### config.mk
export PLATFORM = sky130hd
export DESIGN_NAME = l2_wb_master
export DESIGN_NICKNAME = d
export VERILOG_FILES = /design/src/design/mem_ctrl_pkg.sv /design/src/design/mem_data_pkg.sv /design/src/design/l2_wb_master.sv
export VERILOG_INCLUDE_DIRS = /design/src /design/src/design
export SDC_FILE = /design/constraint.sdc
export NUM_CORES = 1
export LEC_CHECK = 0
export BUFFER_PORTS_ARGS = -buffer_cell sky130_fd_sc_hd__buf_4
export CAP_MARGIN = 10
export CORE_MARGIN = 2
export CORE_UTILIZATION = 35
export CTS_BUF_LIST = sky130_fd_sc_hd__clkbuf_4 sky130_fd_sc_hd__clkbuf_8
export CTS_CLUSTER_SIZE = 28
export DETAILED_ROUTE_END_ITERATION = 10
export GPL_TIMING_DRIVEN = 0
export PLACE_DENSITY = 0.77
export SLEW_MARGIN = 20
export SYNTH_ARGS = -nofsm -noshare
export SYNTH_HDL_FRONTEND = slang
export SYNTH_SLANG_ARGS = --single-unit
### constraint.sdc
create_clock -name clock_bus_i -period 7.75 [get_ports clock_bus_i]
set_input_delay 0.3875 -clock clock_bus_i [delete_from_list [all_inputs] [get_ports clock_bus_i]]
set_output_delay 0.3875 -clock clock_bus_i [all_outputs]
set_load 0.01 [all_outputs]
### src/design/mem_defs.svh
`ifndef MEM_DEFS_SVH
`define MEM_DEFS_SVH

// ------------------------------------------------------------
// address and buffer geometry
// ------------------------------------------------------------

// word address width toward L2
`define BW_WORD_ADDR 8

// entries per transmit or receive buffer
`define BUF_DEPTH 16
// log2 of the buffer depth
`define BUF_PTR_W 4

// words held by the L2 stand-in store
`define L2_WORDS 256

// ------------------------------------------------------------
// exception codes, one-hot, bit 3 reserved
// ------------------------------------------------------------
`define MEM_INT_BUFFER_TX_OVERFLOW  4'b0001
`define MEM_INT_BUFFER_RX_OVERFLOW  4'b0010
`define MEM_INT_BUFFER_RX_UNDERFLOW 4'b0100

`endif
### src/design/mem_ctrl_pkg.sv
package mem_ctrl_pkg;

	// ------------------------------------------------------------
	// control vectors and state encodings
	// ------------------------------------------------------------

	// merged exception bits of both buffers
	typedef logic [3:0] exc_t;

	// wishbone master states
	// IDLE waits for a request and for write data
	// CYCLE holds cyc and stb until ack
	// DONE moves the word into or out of a buffer
	typedef enum logic [1:0] {
		IDLE  = 2'b00,
		CYCLE = 2'b01,
		DONE  = 2'b10
	} wbm_state_t;

endpackage

### src/design/mem_data_pkg.sv
`include "mem_defs.svh"

package mem_data_pkg;

	// ------------------------------------------------------------
	// data path vectors
	// ------------------------------------------------------------

	// one data word as moved between L1 and L2
	typedef logic [31:0] word_t;

	// word address, no byte offset
	typedef logic [`BW_WORD_ADDR-1:0] waddr_t;

	// read or write index into a buffer
	typedef logic [`BUF_PTR_W-1:0] bufptr_t;

	// occupancy, one bit wider so a full buffer fits
	typedef logic [`BUF_PTR_W:0] bufcnt_t;

endpackage

### src/design/l2_wb_master.sv
`timescale 1ns/100ps

module l2_wb_master (
	input  logic                 clock_bus_i,
	input  logic                 reset_i,

	// request and buffer side
	input  logic                 l2_req_i,
	input  logic                 l2_rw_i,
	input  mem_data_pkg::waddr_t l2_add_i,
	input  mem_data_pkg::word_t  l2_tx_data_i,
	input  logic                 l2_tx_avail_i,
	input  logic                 l2_rx_room_i,
	output logic                 l2_ready_o,
	output logic                 l2_tx_pop_o,
	output logic                 l2_rx_valid_o,
	output mem_data_pkg::word_t  l2_rx_data_o,

	// wishbone classic master
	input  logic                 wb_ack_i,
	input  mem_data_pkg::word_t  wb_dat_i,
	output logic                 wb_cyc_o,
	output logic                 wb_stb_o,
	output logic                 wb_we_o,
	output mem_data_pkg::waddr_t wb_adr_o,
	output mem_data_pkg::word_t  wb_dat_o
);

	mem_ctrl_pkg::wbm_state_t state_q;
	mem_ctrl_pkg::wbm_state_t state_d;

	// request held while a write waits for its data
	logic                 pend_q;
	logic                 rw_q;
	mem_data_pkg::waddr_t adr_q;
	mem_data_pkg::word_t  rx_data_q;

	logic has_req;
	logic cur_rw;
	logic start;
	logic in_idle;

	// ------------------------------------------------------------
	// start decision
	// ------------------------------------------------------------
	assign in_idle = (state_q == mem_ctrl_pkg::IDLE);
	assign has_req = l2_req_i || pend_q;
	// fresh pulse wins over the held copy
	assign cur_rw  = l2_req_i ? l2_rw_i : rw_q;
	// a write needs its word in the transmit buffer
	assign start   = has_req && (!cur_rw || l2_tx_avail_i);

	// no new request while one is pending or arriving
	assign l2_ready_o = in_idle && !has_req && l2_rx_room_i;

	// ------------------------------------------------------------
	// state machine
	// ------------------------------------------------------------
	always_comb begin
		state_d = state_q;
		case (state_q)
			mem_ctrl_pkg::IDLE: begin
				if (start) begin
					state_d = mem_ctrl_pkg::CYCLE;
				end
			end
			mem_ctrl_pkg::CYCLE: begin
				if (wb_ack_i) begin
					state_d = mem_ctrl_pkg::DONE;
				end
			end
			mem_ctrl_pkg::DONE: state_d = mem_ctrl_pkg::IDLE;
			default:            state_d = mem_ctrl_pkg::IDLE;
		endcase
	end

	always_ff @(posedge clock_bus_i) begin
		if (!reset_i) begin
			state_q <= mem_ctrl_pkg::IDLE;
			pend_q  <= 1'b0;
			rw_q    <= 1'b0;
		end else begin
			state_q <= state_d;
			if (in_idle) begin
				pend_q <= has_req && !start;
				if (l2_req_i) begin
					rw_q <= l2_rw_i;
				end
			end
		end
	end

	// address capture and read word from the bus
	always_ff @(posedge clock_bus_i) begin
		if (in_idle && l2_req_i) begin
			adr_q <= l2_add_i;
		end
		if (state_q == mem_ctrl_pkg::CYCLE && wb_ack_i && !rw_q) begin
			rx_data_q <= wb_dat_i;
		end
	end

	// ------------------------------------------------------------
	// bus and buffer strobes
	// ------------------------------------------------------------
	assign wb_cyc_o = (state_q == mem_ctrl_pkg::CYCLE);
	assign wb_stb_o = (state_q == mem_ctrl_pkg::CYCLE);
	assign wb_we_o  = rw_q;
	assign wb_adr_o = adr_q;
	// transmit head stays put until the pop in DONE
	assign wb_dat_o = l2_tx_data_i;

	// buffer moves happen one cycle after ack
	assign l2_tx_pop_o   = (state_q == mem_ctrl_pkg::DONE) && rw_q;
	assign l2_rx_valid_o = (state_q == mem_ctrl_pkg::DONE) && !rw_q;
	assign l2_rx_data_o  = rx_data_q;

endmodule

==> metrics.csv <==
metric,value,unit
drt pass-1 iters,3,
Core Region,4660,µm²
"Arr. time, crit path",1.27,ns
Clock Power Share,32.2,%
setup tns final,0,ns
Root Driver,clkbuf_8,
max_slew headroom,64.6,%
H-tree depth,2,
most frequent cell after synthesis,edfxtp_1,
transition time of the tightest slew-check pin,0.531,ns
row cnt,25,
Post-CTS Resized,0,
vias in the first global route,1178,
Clock Pin Slew Worst Setup and Hold Paths,0.08,ns
CTS sink count,44,
maximum capacitance violations,0,
Residual DRC,0,
Synth area leaders,"edfxtp_1 (72%), buf_4 (15%), dfxtp_1 (4.8%), mux2i_1 (1.2%), nor3b_4 (1.1%)",
Die W,72.9,µm
Final setup viols,0,
FILL cells,378,
Yosys reg bits,44,
cell taking the most area after synthesis,edfxtp_1,
# hold bufs at CTS,0,
asr flop ratio synth,0,%
Via Count,1232,
Post-Syn Nets,174,
initial antenna violation count,0,
Inserted Clock Buffers,5,
Synth top area share,72.2,%
synth cell count leaders,"edfxtp_1 (40), buf_4 (33), dfxtp_1 (4), nor2_1 (3)",
PD cells,190,nW/µm²
Mapped Area,1660,µm²
DR WL/cell,14.1,µm
area grow syn2layout,68.4,%
GRT overflow,0,
antenna-violating nets left,0,
GRT Util Overall,13.7,%
CTS tree,done,
Synth cell types,17,
fin cells,282,
hpwl dp,3330,µm
cell count after synthesis,95,
Fin. Hold Viols,0,
Hold/Removal Path Class,input port to flip-flop,
combinational fraction of design power,15.8,%
share of layout cells above drive strength 1,73.7,%
worst-path maximum fanout,5,
outcome,"complete, no violations",
Worst-Skew Late Latency,0.29,ns
Ys Warns,0,
endpoint class of the critical path,primary output,
Tcrit/Tclk final,21.4,%
antenna cells,0,
sw power,0.000108,W
Post-synth top flop,edfxtp_1,
DR iter-0 viols,40,
RSZ-0062 raised after global routing,no,
post-synthesis sequential area ratio,77.1,%
max-slew violations,0,
worst vdd ir,0.0791,mV
I/O pin total,157,
CTS max path bufs,2,
FMAX,0.603,GHz
sw frac,20.3,%
Post-synth EDFFs,40,
Final GP Congestion,0.724,
Initial Util,35.7,%
first-pass GRT wire length,5370,µm
full die area,5320,µm²
DR vias/cell,4.37,
worst slack at placement,6.30,ns
Syn Area/Cell,17.5,µm²
critical path class,flip-flop to primary output,
data required time of the worst path,7.36,ns
type of origin of the critical path,flip-flop,
Layout Nets,306,
IO Port Bufs,124,
drt total wl,3990,µm
post-CTS setup buffer count,0,
minimum clock period,1.66,ns
leak pwr,1.30,nW
Die H,72.9,µm
Placed Cells,274,
skew final,0.00292,ns
PnR worst setup slack,6.09,ns
Internal,0.000424,W
largest net degree at the start of global routing,30,
Seq pwr share,52.0,%
## stage by stage
step	hold slack (ns)	utilization (%)	area [µm²]	total power (W)
after floorplan	0.486	-	1660	0.000315
after global placement	0.517	57.1	2660	0.000364
after detailed placement	0.533	57.7	2690	0.000367
after CTS	0.256	60.1	2800	0.000540
after global routing	0.251	60.1	2800	0.000552
final	0.266	60.1	2800	0.000532
## layout make-up
class | count | area [µm²] | area share (%)
sequential | 44 | 1280 | 45.8
timing repair buffer | 125 | 951 | 34.0
buffer | 33 | 248 | 8.85
multi-input combinational | 18 | 141 | 5.05
clock buffer | 6 | 76.3 | 2.73
tap | 54 | 67.6 | 2.41
clock inverter | 2 | 35.0 | 1.25
## path summary, 6_finish.rpt
check	start	to	slack (ns)	cells past startpoint
worst max-delay path	state_q[1]	wb_stb_o	6.09	3
worst min-delay path	l2_add_i[0]	wb_adr_o[0]	0.27	1
worst max register to register	state_q[0]	l2_rx_data_o[9]	6.28	4
worst min register to register	pend_q	pend_q	0.55	1
## per-layer routing
metal	vias to the layer above	track usage (%)	routed length [µm]
met2	111	26.8	2160
met4	0	4.32	42
met3	4	6.35	596
li1	570	-	-
met5	-	0	0
met1	547	12.3	1190
## state kept, by name, summed over array words and instances (netlist names)
register and count:
state_q 2, wb_we_o 1, l2_rx_data_o 32, pend_q 1
wb_adr_o 8
## kinds of logic (layout without fill, tap and decap cells)
| group | after synthesis | after routing | synth area share [%] |
|---|---|---|---|
| compound gates | 4 | 4 | 1.88 |
| flops | 44 | 44 | 77.1 |
| simple gates | 12 | 12 | 4.97 |
| buf+inv | 33 | 166 | 14.9 |
| mux | 2 | 2 | 1.20 |
## placed cells by master, fill, tap and decap left out
master / n
buf_4: 157
edfxtp_1: 40
clkbuf_8: 5
dfxtp_1: 4
nor2_1: 2
and3_1: 2
mux2i_1: 2
and2b_1: 1
nor3b_4: 1
nand2_1: 1
nor2_4: 1
and3b_1: 1
nor3b_1: 1
o221ai_1: 1
nand2b_1: 1
a21boi_0: 1
o21ai_0: 1
o211a_1: 1
nor2b_1: 1
bufinv_16: 1
clkbuf_4: 1
clkinv_2: 1
buf_12: 1
## critical path, stage by stage (launching register included)
cell and delay (ns):
dfxtp_1 0.44, and2b_1 0.26, buf_4 0.15, buf_4 0.13
## power groups by stage
stage	clock, W	combinational [W]	sequential, W
floorplan	0	0.0000282	0.000287
global placement	0	0.0000818	0.000282
detailed placement	0	0.0000853	0.000282
CTS	0.000178	0.0000854	0.000277
global route	0.000184	0.0000899	0.000278
finish	0.000171	0.0000840	0.000277
(Power assumes the default switching activity.)
