File: config.mk
export PLATFORM = sky130hd
export DESIGN_NAME = txrx_buffer_l2_l1
export DESIGN_NICKNAME = d
export VERILOG_FILES = /design/src/design/mem_ctrl_pkg.sv /design/src/design/mem_data_pkg.sv /design/src/design/txrx_buffer_l2_l1.sv /design/src/design/word_fifo.sv
export VERILOG_INCLUDE_DIRS = /design/src /design/src/design
export SDC_FILE = /design/constraint.sdc
export NUM_CORES = 1
export LEC_CHECK = 0
export BUFFER_PORTS_ARGS = -buffer_cell sky130_fd_sc_hd__buf_2
export CAP_MARGIN = 40
export CORE_MARGIN = 2
export CORE_UTILIZATION = 61
export CTS_BUF_LIST = sky130_fd_sc_hd__clkbuf_8
export CTS_CLUSTER_SIZE = 12
export DETAILED_ROUTE_END_ITERATION = 16
export PLACE_DENSITY = 0.79
export SLEW_MARGIN = 20
export SYNTH_ARGS = -nofsm -noshare
export SYNTH_HDL_FRONTEND = slang
export SYNTH_HIERARCHICAL = 1
export SYNTH_SLANG_ARGS = --single-unit
File: constraint.sdc
create_clock -name clock_bus_i -period 4.75 [get_ports clock_bus_i]
set_input_delay 0.475 -clock clock_bus_i [delete_from_list [all_inputs] [get_ports clock_bus_i]]
set_output_delay 0.475 -clock clock_bus_i [all_outputs]
set_load 0.05 [all_outputs]
File: src/design/mem_defs.svh
`ifndef MEM_DEFS_SVH
`define MEM_DEFS_SVH

// ------------------------------------------------------------
// address and buffer geometry
// ------------------------------------------------------------

// word address width toward L2
`define BW_WORD_ADDR 8

// entries per transmit or receive buffer
`define BUF_DEPTH 16
// log2 of the buffer depth
`define BUF_PTR_W 4

// words held by the L2 stand-in store
`define L2_WORDS 256

// ------------------------------------------------------------
// exception codes, one-hot, bit 3 reserved
// ------------------------------------------------------------
`define MEM_INT_BUFFER_TX_OVERFLOW  4'b0001
`define MEM_INT_BUFFER_RX_OVERFLOW  4'b0010
`define MEM_INT_BUFFER_RX_UNDERFLOW 4'b0100

`endif
File: src/design/mem_ctrl_pkg.sv
package mem_ctrl_pkg;

	// ------------------------------------------------------------
	// control vectors and state encodings
	// ------------------------------------------------------------

	// merged exception bits of both buffers
	typedef logic [3:0] exc_t;

	// wishbone master states
	// IDLE waits for a request and for write data
	// CYCLE holds cyc and stb until ack
	// DONE moves the word into or out of a buffer
	typedef enum logic [1:0] {
		IDLE  = 2'b00,
		CYCLE = 2'b01,
		DONE  = 2'b10
	} wbm_state_t;

endpackage

File: src/design/mem_data_pkg.sv
`include "mem_defs.svh"

package mem_data_pkg;

	// ------------------------------------------------------------
	// data path vectors
	// ------------------------------------------------------------

	// one data word as moved between L1 and L2
	typedef logic [31:0] word_t;

	// word address, no byte offset
	typedef logic [`BW_WORD_ADDR-1:0] waddr_t;

	// read or write index into a buffer
	typedef logic [`BUF_PTR_W-1:0] bufptr_t;

	// occupancy, one bit wider so a full buffer fits
	typedef logic [`BUF_PTR_W:0] bufcnt_t;

endpackage

File: src/design/txrx_buffer_l2_l1.sv
`timescale 1ns/100ps

`include "mem_defs.svh"

module txrx_buffer_l2_l1 (
	// system
	input  logic                 clock_bus_i,
	input  logic                 reset_i,
	output mem_ctrl_pkg::exc_t   exception_bus_o,

	// controller side
	input  logic                 req_i,
	input  logic                 rw_i,
	input  mem_data_pkg::waddr_t add_i,
	input  logic                 write_en_i,
	input  logic                 read_ack_i,
	input  mem_data_pkg::word_t  data_i,
	output logic                 ready_req_o,
	output logic                 ready_write_o,
	output logic                 ready_read_o,
	output mem_data_pkg::word_t  data_o,

	// L2 side
	output logic                 l2_req_o,
	output logic                 l2_rw_o,
	output mem_data_pkg::waddr_t l2_add_o,
	output mem_data_pkg::word_t  l2_tx_data_o,
	output logic                 l2_tx_avail_o,
	output logic                 l2_rx_room_o,
	input  logic                 l2_ready_i,
	input  logic                 l2_tx_pop_i,
	input  logic                 l2_rx_valid_i,
	input  mem_data_pkg::word_t  l2_rx_data_i
);

	logic req_taken;
	logic tx_full;
	logic tx_empty;
	logic tx_overflow;
	logic rx_full;
	logic rx_empty;
	logic rx_overflow;
	logic rx_underflow;

	// ------------------------------------------------------------
	// request register toward L2
	// ------------------------------------------------------------

	// master readiness goes straight back to the controller
	assign ready_req_o = l2_ready_i;
	assign req_taken   = req_i && ready_req_o;

	// one-cycle pulse per taken request
	always_ff @(posedge clock_bus_i) begin
		if (!reset_i) begin
			l2_req_o <= 1'b0;
			l2_rw_o  <= 1'b0;
		end else begin
			l2_req_o <= req_taken;
			if (req_taken) begin
				l2_rw_o <= rw_i;
			end
		end
	end

	// address only matters with the pulse
	always_ff @(posedge clock_bus_i) begin
		if (req_taken) begin
			l2_add_o <= add_i;
		end
	end

	// ------------------------------------------------------------
	// transmit buffer, controller pushes and master pops
	// ------------------------------------------------------------
	word_fifo #(
		.PTR_W($clog2(`BUF_DEPTH))
	) u_tx_fifo (
		.clock_bus_i (clock_bus_i),
		.reset_i     (reset_i),
		.push_i      (write_en_i),
		.pop_i       (l2_tx_pop_i),
		.data_i      (data_i),
		.data_o      (l2_tx_data_o),
		.count_o     (),
		.full_o      (tx_full),
		.empty_o     (tx_empty),
		.overflow_o  (tx_overflow),
		.underflow_o ()
	);

	assign ready_write_o = !tx_full;
	assign l2_tx_avail_o = !tx_empty;

	// ------------------------------------------------------------
	// receive buffer, master pushes and controller pops
	// ------------------------------------------------------------
	word_fifo #(
		.PTR_W($clog2(`BUF_DEPTH))
	) u_rx_fifo (
		.clock_bus_i (clock_bus_i),
		.reset_i     (reset_i),
		.push_i      (l2_rx_valid_i),
		.pop_i       (read_ack_i),
		.data_i      (l2_rx_data_i),
		.data_o      (data_o),
		.count_o     (),
		.full_o      (rx_full),
		.empty_o     (rx_empty),
		.overflow_o  (rx_overflow),
		.underflow_o (rx_underflow)
	);

	assign ready_read_o = !rx_empty;
	assign l2_rx_room_o = !rx_full;

	// sticky buffer flags merged into one-hot codes
	assign exception_bus_o =
		(tx_overflow  ? `MEM_INT_BUFFER_TX_OVERFLOW  : 4'b0000) |
		(rx_overflow  ? `MEM_INT_BUFFER_RX_OVERFLOW  : 4'b0000) |
		(rx_underflow ? `MEM_INT_BUFFER_RX_UNDERFLOW : 4'b0000);

endmodule

File: src/design/word_fifo.sv
`timescale 1ns/100ps

module word_fifo #(
	parameter int PTR_W = $bits(mem_data_pkg::bufptr_t)
) (
	input  logic                  clock_bus_i,
	input  logic                  reset_i,
	input  logic                  push_i,
	input  logic                  pop_i,
	input  mem_data_pkg::word_t   data_i,
	output mem_data_pkg::word_t   data_o,
	output mem_data_pkg::bufcnt_t count_o,
	output logic                  full_o,
	output logic                  empty_o,
	output logic                  overflow_o,
	output logic                  underflow_o
);

	localparam int DEPTH = 1 << PTR_W;

	// storage, no reset needed
	mem_data_pkg::word_t mem_q [DEPTH];

	logic [PTR_W-1:0] wr_ptr_q;
	logic [PTR_W-1:0] rd_ptr_q;
	logic [PTR_W:0]   count_q;
	logic             do_push;
	logic             do_pop;

	// ------------------------------------------------------------
	// status
	// ------------------------------------------------------------
	assign full_o  = (count_q == (PTR_W+1)'(DEPTH));
	assign empty_o = (count_q == '0);
	assign count_o = mem_data_pkg::bufcnt_t'(count_q);

	// head word is always visible
	assign data_o = mem_q[rd_ptr_q];

	// push dropped when full, pop ignored when empty
	assign do_push = push_i && !full_o;
	assign do_pop  = pop_i && !empty_o;

	// ------------------------------------------------------------
	// pointers, count and sticky flags
	// ------------------------------------------------------------
	always_ff @(posedge clock_bus_i) begin
		if (!reset_i) begin
			wr_ptr_q    <= '0;
			rd_ptr_q    <= '0;
			count_q     <= '0;
			overflow_o  <= 1'b0;
			underflow_o <= 1'b0;
		end else begin
			if (do_push) begin
				wr_ptr_q <= wr_ptr_q + 1'b1;
			end
			if (do_pop) begin
				rd_ptr_q <= rd_ptr_q + 1'b1;
			end
			// both at once leave the count alone
			case ({do_push, do_pop})
				2'b10:   count_q <= count_q + 1'b1;
				2'b01:   count_q <= count_q - 1'b1;
				default: count_q <= count_q;
			endcase
			// flags stay up until reset
			if (push_i && full_o) begin
				overflow_o <= 1'b1;
			end
			if (pop_i && empty_o) begin
				underflow_o <= 1'b1;
			end
		end
	end

	// write port
	always_ff @(posedge clock_bus_i) begin
		if (do_push) begin
			mem_q[wr_ptr_q] <= data_i;
		end
	end

endmodule

==> results of run 1 <==
registers in the layout (all words and copies together) (netlist names), named ones only:
| name | flops |
|---|---|
| u_tx_fifo/overflow_o | 1 |
| l2_req_o | 1 |
| u_tx_fifo/mem_q | 512 |
| l2_rw_o | 1 |
| u_tx_fifo/wr_ptr_q | 4 |
| u_tx_fifo/count_o | 5 |
| u_rx_fifo/count_o | 5 |
| u_rx_fifo/rd_ptr_q | 4 |
| u_rx_fifo/mem_q | 512 |
| u_rx_fifo/overflow_o | 1 |
| u_tx_fifo/rd_ptr_q | 4 |
| u_rx_fifo/underflow_o | 1 |
| u_rx_fifo/wr_ptr_q | 4 |
| l2_add_o | 8 |
final cells by class:
type,instances,area (um^2)
multi-input combinational,654,8570
antenna,3,7.51
sequential,1071,31800
clock inverter,128,588
fill,3754,19500
tap,864,1080
clock buffer,164,2260
inverter,20,75.1
timing repair buffer,257,2010
worst max path at each step:
stage / cells after the start / endpoint / from / slack [ns]
after global routing: 5 / data_o[9] / register / 0.92
after global placement: 5 / l2_tx_data_o[11] / register / 1.76
after CTS: 5 / data_o[20] / register / 0.97
final: 5 / l2_tx_data_o[27] / register / 1.10
after detailed placement: 10 / u_tx_fifo/count_o[4] / u_tx_fifo/count_o[1] / 1.79
after floorplan: 7 / u_rx_fifo/mem_q[0][0] / u_rx_fifo/count_o[2] / 1.08
repair_timing:
item | in CTS | in global routing
hold buffers | 29 | 0
gates resized for setup | 0 | 0
endpoints found under the hold margin | 68 | 0
through the flow:
step                      cells  hold slack [ns]  cell area (um^2)  total power, W  worst slack [ns]
after floorplan            1856            0.438             40700          0.0142              1.08
after global placement     2819            0.444             42800          0.0151              1.76
after detailed placement   2833            0.460             43100          0.0152              1.79
after CTS                  3154        0.0000762             46300          0.0218             0.974
after global routing       3161           0.0167             46400          0.0225             0.923
final                      3161           0.0515             46400          0.0217              1.10
routing by layer:
metal  GRT usage, %  wire length, um  vias up
met1           38.6            34100    10500
met5              0               61        -
met4           7.61             1570       10
met2           40.2            42600     1144
met3           6.82             9470      139
li1               -                -     8411
power breakdown:
part	internal [W]	switching, W	total (W)
Clock	0.00328	0.00338	0.00666
Sequential	0.0107	0.000210	0.0109
Combinational	0.00160	0.00252	0.00411
==> flow_summary_export.csv, run 1 <==
group,metric,value,unit
sta,maxSlewViolCount,0,
worst_setup_path,cp.required,4.28,ns
detailed_routing,first_pass_iters,6,
final_layout,final_cell_mix,"edfxtp_1 (1,032), mux4_2 (256), clkbuf_8 (164)",
detailed_routing,drc_errors,0,
sta,rsz0062_at_grt,"false",
synthesis,syn_inst,1856,
die,boundaryPins,164,
synthesis,synth_area,40700,um^2
pwr,peakVddDrop,0.331,mV
cts,post-cts-setup-buffers,0,
worst_setup_path,path_cells,"buf_12 -> mux4_2 -> a22oi_1 -> nand2_1 -> buf_2",
detailed_routing,vias_per_cell,6.40,
worst_setup_path,r2r_setup_slack,1.75,ns
sta,skew,0.0275,ns
final_layout,fin_nets,2260,
placement,gp_congestion,0.756,
worst_setup_path,reg2reg_depth,10,
sta,setup_violations,0,
worst_setup_path,cp_slowest_cell,"dfxtp_4",
die,initial_core_util,61.7,%
sta,fin_tns_setup,0,ns
sta,max_slew_margin,41.2,%
global_route,grt_pass1_wl,131000,um
cts,cts_tree,"done",
sta,period_share,76.7,%
global_route,grt_pass1_vias,21200,
detailed_routing,routed_wl,87800,um
sta,hold_viol,0,
cts,clk_latency,0.80,ns
cts,path_clk_slew,0.06,ns
detailed_routing,ant_nets,0,
synthesis,ys_warn_count,6,
detailed_routing,dr.first_iter.drc_count,2283,
worst_setup_path,path_class,"register to output port",
global_route,grt_max_degree,99,
worst_setup_path,cp-end-kind,"output port",
cts,clock_sinks,1071,
hold_path,holdCritStartpoint,"data_i[28]",
worst_setup_path,critPathMaxFanout,98,
global_route,gr-total-overflow,0,
pwr,p_leak,15.1,nW
final_layout,drive_above_1_share,32.0,%
worst_setup_path,r2r-start,"u_tx_fifo/count_o[1]",
hold_path,min_to,"u_tx_fifo/mem_q[8][28]",
worst_setup_path,cpPeakStageDelay,0.66,ns
final_layout,fin_util,70.4,%
detailed_routing,dr_total_vias,20200,
final_layout,layout_commonest_cell,"edfxtp_1",
die,die_w,262,um
cts,cts.path.max_buffers,3,
placement,dp_hpwl,49300,um
hold_path,min_path_cells,1,
sta,fmax,274,MHz
die,num_rows,94,
status,outcome,"completed",
job,max_cap_viol_count,0,
worst_setup_path,cp_top_family,"buffers and inverters",
final_layout,area_growth_syn_to_layout,14.0,%
sta,min_period,3.65,ns
cts,cts_buffers,159,
synthesis,syn_area_per_cell,21.9,um^2
worst_setup_path,rr_endpoint,"u_tx_fifo/count_o[4]",
die,fp.dieH,262,um
placement,port-buffer-count,162,
worst_setup_path,timing.critical_path.arrival,3.17,ns
worst_setup_path,cp_num_buf_inv,2,
pwr,powerDensity,467,nW/um^2
synthesis,syn_nets,1953,
hold_path,hp-class,"input port to register",
cts,cts_root_buf,"clkbuf_8",
global_route,antenna_found_initial,9,
sta,worst_pin_slew,0.881,ns
cts,htree_levels,4,
die,fp.dieArea,68700,um^2
die,core,65900,um^2
worst_setup_path,crit_path_start_kind,"register",
global_route,grtUsageTotal,26.4,%
detailed_routing,post_drt_wl_per_cell,27.8,um
(Power assumes the default switching activity.)
==> run 2, diff against run 1 <==
==> constraint.sdc (replaced) <==
create_clock -name clock_bus_i -period 3.65 [get_ports clock_bus_i]
set_input_delay 0.365 -clock clock_bus_i [delete_from_list [all_inputs] [get_ports clock_bus_i]]
set_output_delay 0.365 -clock clock_bus_i [all_outputs]
set_load 0.05 [all_outputs]
==> run 2 against run 1 <==
Compared with the run above: routed wire length down 1.1%; largest cell class unchanged; register-to-register slack worse by 1.1 ns; design area up 1.2%; critical path type unchanged; first-iteration DRC count down 2.5%; utilization up 0.85 points; largest power group unchanged; hold slack better by 0.21 ns; total power up 33%; sequential power up 30%; worst setup slack worse by 0.88 ns.
==> flow_summary_export.csv, run 2 (synthesis gave the netlist of run 1 again) <==
group,metric,value,unit
cts,clk_latency,0.81,ns
sta,worst_pin_slew,0.793,ns
final_layout,reg_top3,"u_rx_fifo/mem_q (512), u_tx_fifo/mem_q (512), l2_add_o (8)",
die,fp.dieArea,68700,um^2
detailed_routing,dr_total_vias,20400,
worst_setup_path,crit_path_start_kind,"register",
detailed_routing,met1_length,33600,um
hold_path,hp-class,"input port to register",
detailed_routing,ant_nets,0,
sta,min_period,3.42,ns
worst_setup_path,critPathMaxFanout,53,
global_route,gr-total-overflow,0,
detailed_routing,first_pass_iters,5,
detailed_routing,routed.top_layer,"met5",
cts,post-cts-setup-buffers,0,
sta,hold_viol,0,
sta,setup_violations,0,
cts,cts_buffers,162,
detailed_routing,vias_per_cell,6.38,
worst_setup_path,cp.required,3.28,ns
die,die_w,262,um
die,fp.dieH,262,um
die,initial_core_util,61.7,%
cts,htree_levels,4,
detailed_routing,routed_wl,86800,um
final_layout,drive_above_1_share,31.7,%
sta,rsz0062_at_grt,"false",
cts,cts_resized,0,
hold_path,holdCritStartpoint,"add_i[7]",
cts,cts_tree,"done",
sta,period_share,93.7,%
placement,dp_hpwl,46900,um
global_route,grt_pass1_wl,129000,um
detailed_routing,met2_length,43100,um
worst_setup_path,r2r-start,"u_rx_fifo/count_o[1]",
final_layout,area_growth_syn_to_layout,15.4,%
sta,maxSlewViolCount,0,
worst_setup_path,path_class,"register to output port",
detailed_routing,drc_errors,0,
final_layout,fin_nets,2312,
sta,fin_ws,0.228,ns
final_layout,final_cell_mix,"edfxtp_1 (1,032), mux4_2 (256), clkbuf_8 (177)",
placement,port-buffer-count,162,
job,max_cap_viol_count,0,
worst_setup_path,cp-end-kind,"output port",
pwr,powerDensity,615,nW/um^2
detailed_routing,dr_wl_met3,8330,um
cts,path_clk_slew,0.06,ns
pwr,peakVddDrop,0.508,mV
sta,fmax,292,MHz
sta,fin_tns_setup,0,ns
die,num_rows,94,
die,boundaryPins,164,
status,outcome,"completed",
cts,cts_hold_buf,83,
detailed_routing,post_drt_wl_per_cell,27.1,um
global_route,grtUsageTotal,25.9,%
global_route,grt_max_degree,65,
global_route,antenna_found_initial,5,
cts,cts_root_buf,"clkbuf_8",
placement,gp_congestion,0.801,
pwr,p_leak,15.3,nW
global_route,grt_pass1_vias,21300,
placement,dp_slack,0.695,ns
sta,max_slew_margin,47.0,%
cts,clock_sinks,1071,
detailed_routing,dr.first_iter.drc_count,2225,
worst_setup_path,timing.critical_path.arrival,3.06,ns
sta,skew,0.0310,ns
die,core,65900,um^2
final_layout,layout_commonest_cell,"edfxtp_1",
cts,cts.path.max_buffers,3,
## run 2: cell types whose count changed in the layout (fill, tap and decap cells not counted), moves of 3 or more
cell           before  now
clkbuf_8          164  177
dlygate4sd3_1      29   83
buf_4              41   44
clkinv_1           44   31
buf_16             13    1
buf_12             12   16
inv_1              71   66
bufinv_16           1    5
nor3_2              8    2
nor3_4              0    6
inv_6               8    4
## run 2: layout make-up
cell class                      instances  area [um^2]
Inverter                               20         75.1
Tap cell                              864         1080
Sequential cell                      1071        31800
Clock inverter                        111          627
Multi-Input combinational cell        654         8610
Timing Repair Buffer                  306         2320
Fill cell                            3655        18900
Antenna cell                            2         5.00
Clock buffer                          177         2440
## run 2: per-stage QoR
stage	utilization, %	area, um^2	power, W	hold slack, ns	instances
after detailed placement	65.3	43000	0.0198	0.445	2830
after CTS	71.2	46900	0.0291	0.201	3201
after floorplan	-	40700	0.0184	0.438	1856
final	71.3	46900	0.0289	0.262	3205
after global placement	65.3	43000	0.0196	0.444	2830
after global routing	71.3	46900	0.0299	0.244	3205
## run 2: worst max-delay path, cell delays in order, from the launching register on
cell	delay [ns]
dfxtp_4	0.61
buf_12	0.41
mux4_2	0.55
a22oi_1	0.25
nand2_1	0.16
buf_2	0.24
## run 2: final timing paths
check                                            end  slack, ns  cells after the start
worst min register to register  u_tx_fifo/overflow_o       0.48                      2
worst max register to register  u_rx_fifo/count_o[4]       0.64                     10
worst max-delay path                 l2_tx_data_o[4]       0.23                      5
worst min-delay path                     l2_add_o[7]       0.26                      2
## run 2: per-layer routing
layer  vias to the layer above  global-route usage, %
met3                       137                   5.45
met5                         -                      0
met1                     10700                   37.4
li1                       8504                      -
met2                      1108                   40.9
met4                         6                   7.67
## run 2: power breakdown
part           leakage (nW)  total [W]  switching [W]  internal [W]
clock                  1.74    0.00924        0.00442       0.00482
sequential             9.64     0.0142       0.000274        0.0139
combinational          3.88    0.00546        0.00335       0.00211
==> run 3, diff against run 2 <==
--- a/config.mk
+++ b/config.mk
@@ -9,7 +9,7 @@
 export BUFFER_PORTS_ARGS = -buffer_cell sky130_fd_sc_hd__buf_2
 export CAP_MARGIN = 40
 export CORE_MARGIN = 2
-export CORE_UTILIZATION = 61
+export CORE_UTILIZATION = 58
 export CTS_BUF_LIST = sky130_fd_sc_hd__clkbuf_8
 export CTS_CLUSTER_SIZE = 12
 export DETAILED_ROUTE_END_ITERATION = 16
==> constraint.sdc (replaced) <==
create_clock -name clock_bus_i -period 3 [get_ports clock_bus_i]
set_input_delay 0.3 -clock clock_bus_i [delete_from_list [all_inputs] [get_ports clock_bus_i]]
set_output_delay 0.3 -clock clock_bus_i [all_outputs]
set_load 0.05 [all_outputs]
==> run 3 against run 2 <==
Compared with the run above: worst setup slack worse by 0.19 ns; critical path depth grew 2; first-iteration DRC count is 23% higher; sequential cell count did not move; routed wire length increased by 10%; non-clock buffer count up 68; via count is 4.0% higher; final cell count increased by 4.6%; critical path type unchanged; highest routed layer unchanged.
==> flow_summary_export.csv, run 3 (synthesis gave the netlist of run 1 again) <==
group,metric,value,unit
die,boundaryPins,164,
cts,cts_tree,"done",
cts,htree_levels,4,
die,fp.dieH,269,um
global_route,antenna_found_initial,7,
sta,skew,0.0283,ns
detailed_routing,drc_errors,0,
final_layout,fin_nets,2380,
cts,clock_sinks,1071,
sta,maxSlewViolCount,0,
sta,setup_violations,0,
detailed_routing,post_drt_wl_per_cell,28.5,um
worst_setup_path,path_common_cell,"clkbuf_16",
die,core,69700,um^2
worst_setup_path,timing.critical_path.arrival,2.66,ns
worst_setup_path,critPathMaxFanout,5,
worst_setup_path,path_cells,"buf_12 -> clkbuf_16 -> clkbuf_16 -> mux4_2 -> a22oi_1 -> nand2_1 -> buf_6",
sta,max_slew_margin,46.4,%
global_route,grt_pass1_wl,135000,um
hold_path,holdCritStartpoint,"add_i[0]",
detailed_routing,dr.first_iter.drc_count,2735,
detailed_routing,first_pass_iters,5,
sta,worst_pin_slew,0.803,ns
worst_setup_path,path_class,"register to output port",
final_layout,reg_top3,"u_rx_fifo/mem_q (512), u_tx_fifo/mem_q (512), l2_add_o (8)",
placement,port-buffer-count,162,
final_layout,final.fill_count,3794,
worst_setup_path,cp_top_family,"buffers and inverters",
cts,cts_root_buf,"clkbuf_8",
pwr,intPower,0.0260,W
pwr,powerDensity,746,nW/um^2
global_route,grt_pass1_vias,22000,
global_route,grtUsageTotal,26.1,%
worst_setup_path,crit_path_start_kind,"register",
sta,hold_viol,0,
detailed_routing,ant_nets,0,
status,outcome,"completed",
hold_path,hp-class,"input port to register",
sta,min_period,2.96,ns
placement,dp_hpwl,48500,um
worst_setup_path,cp.required,2.70,ns
pwr,p_sw_share,28.8,%
global_route,grt_max_degree,69,
sta,period_share,98.7,%
detailed_routing,dr_total_vias,21300,
global_route,gr-total-overflow,0,
worst_setup_path,r2r-start,"u_rx_fifo/count_o[1]",
sta,rsz0062_at_grt,"true",
job,max_cap_viol_count,0,
sta,fin_tns_setup,0,ns
pwr,p_switching,0.0105,W
worst_setup_path,cp_slowest_cell,"mux4_2",
final_layout,drive_above_1_share,36.8,%
pwr,p_clk_share,30.3,%
pwr,peakVddDrop,0.678,mV
placement,dpl.cell_count,2921,
cts,cts.path.max_buffers,3,
final_layout,area_growth_syn_to_layout,20.2,%
cts,path_clk_slew,0.06,ns
pwr,pwr-share-seq,47.0,%
die,fp.dieArea,72200,um^2
cts,cts_buffers,162,
final_layout,finalNonFillerCells,3353,
die,num_rows,97,
pwr,p_comb_share,22.7,%
worst_setup_path,cpPeakStageDelay,0.50,ns
detailed_routing,vias_per_cell,6.34,
sta,fmax,338,MHz
final_layout,final_cell_mix,"edfxtp_1 (1,032), mux4_2 (256), clkbuf_8 (162)",
cts,clk_latency,0.80,ns
pwr,p_leak,15.9,nW
worst_setup_path,cp_num_buf_inv,4,
final_layout,layout_commonest_cell,"edfxtp_1",
worst_setup_path,cp-end-kind,"output port",
die,initial_core_util,58.4,%
placement,gp_congestion,0.774,
detailed_routing,routed_wl,95600,um
die,die_w,269,um
-- run 3: cell count changes in the layout (fill, tap and decap cells not counted), sizes merged --
cell	delta
inv	+18
bufinv	-1
diode	+1
clkinv	+3
clkinvlp	-2
clkbuf	-2
buf	+55
-- run 3: worst paths after layout --
check                                       endpoint  slack [ns]  cells past startpoint
worst max-delay path                       data_o[2]        0.04                      7
worst min-delay path                     l2_add_o[0]        0.23                      2
worst max register to register  u_rx_fifo/count_o[4]        0.13                     10
worst min register to register  u_tx_fifo/overflow_o        0.48                      2
-- run 3: what timing repair did --
item	4_1_cts	5_1_grt
pin swaps	9	24
cloned	8	12
endpoints found under the hold margin	1067	0
hold buffers	83	0
resized for setup	106	126
setup buffers	23	12
setup endpoints to repair	64	63
-- run 3: layout make-up --
class	count	area [um^2]	area share, %
Sequential cell	1071	31800	65.0
Tap cell	940	1180	2.41
Inverter	20	75.1	0.154
Timing Repair Buffer	374	3840	7.85
Clock inverter	129	734	1.50
Multi-Input combinational cell	654	9040	18.5
Clock buffer	162	2230	4.56
Antenna cell	3	7.51	0.0154
-- run 3: per-stage QoR --
| stage | util (%) | setup slack, ns | total power [W] | hold WS (ns) | instance area (um^2) |
|---|---|---|---|---|---|
| after floorplan | - | 0.133 | 0.0224 | 0.399 | 40700 |
| after global placement | 62.2 | 0.214 | 0.0240 | 0.447 | 43300 |
| after detailed placement | 62.2 | 0.108 | 0.0242 | 0.458 | 43300 |
| after CTS | 68.9 | -0.0856 | 0.0359 | 0.122 | 48000 |
| after global routing | 70.2 | -0.0729 | 0.0377 | 0.181 | 48900 |
| final | 70.2 | 0.0378 | 0.0365 | 0.231 | 48900 |
-- run 3: power by group through the flow --
| stage | logic, W | clock network [W] | registers, W |
|---|---|---|---|
| 2_1_floorplan | 0.00508 | 0 | 0.0174 |
| 3_3_place_gp | 0.00655 | 0 | 0.0175 |
| 3_5_place_dp | 0.00670 | 0 | 0.0175 |
| 4_1_cts | 0.00758 | 0.0112 | 0.0171 |
| 5_1_grt | 0.00869 | 0.0118 | 0.0172 |
| 6_report | 0.00828 | 0.0110 | 0.0172 |
-- run 3: per-layer routing --
layer / GRT usage, % / vias to the layer above / share of wire, %
met5: 0 / - / 0.051
met4: 9.71 / 8 / 2.7
met1: 35.0 / 10900 / 37
met3: 7.09 / 221 / 10
met2: 41.8 / 1401 / 50
li1: - / 8678 / -
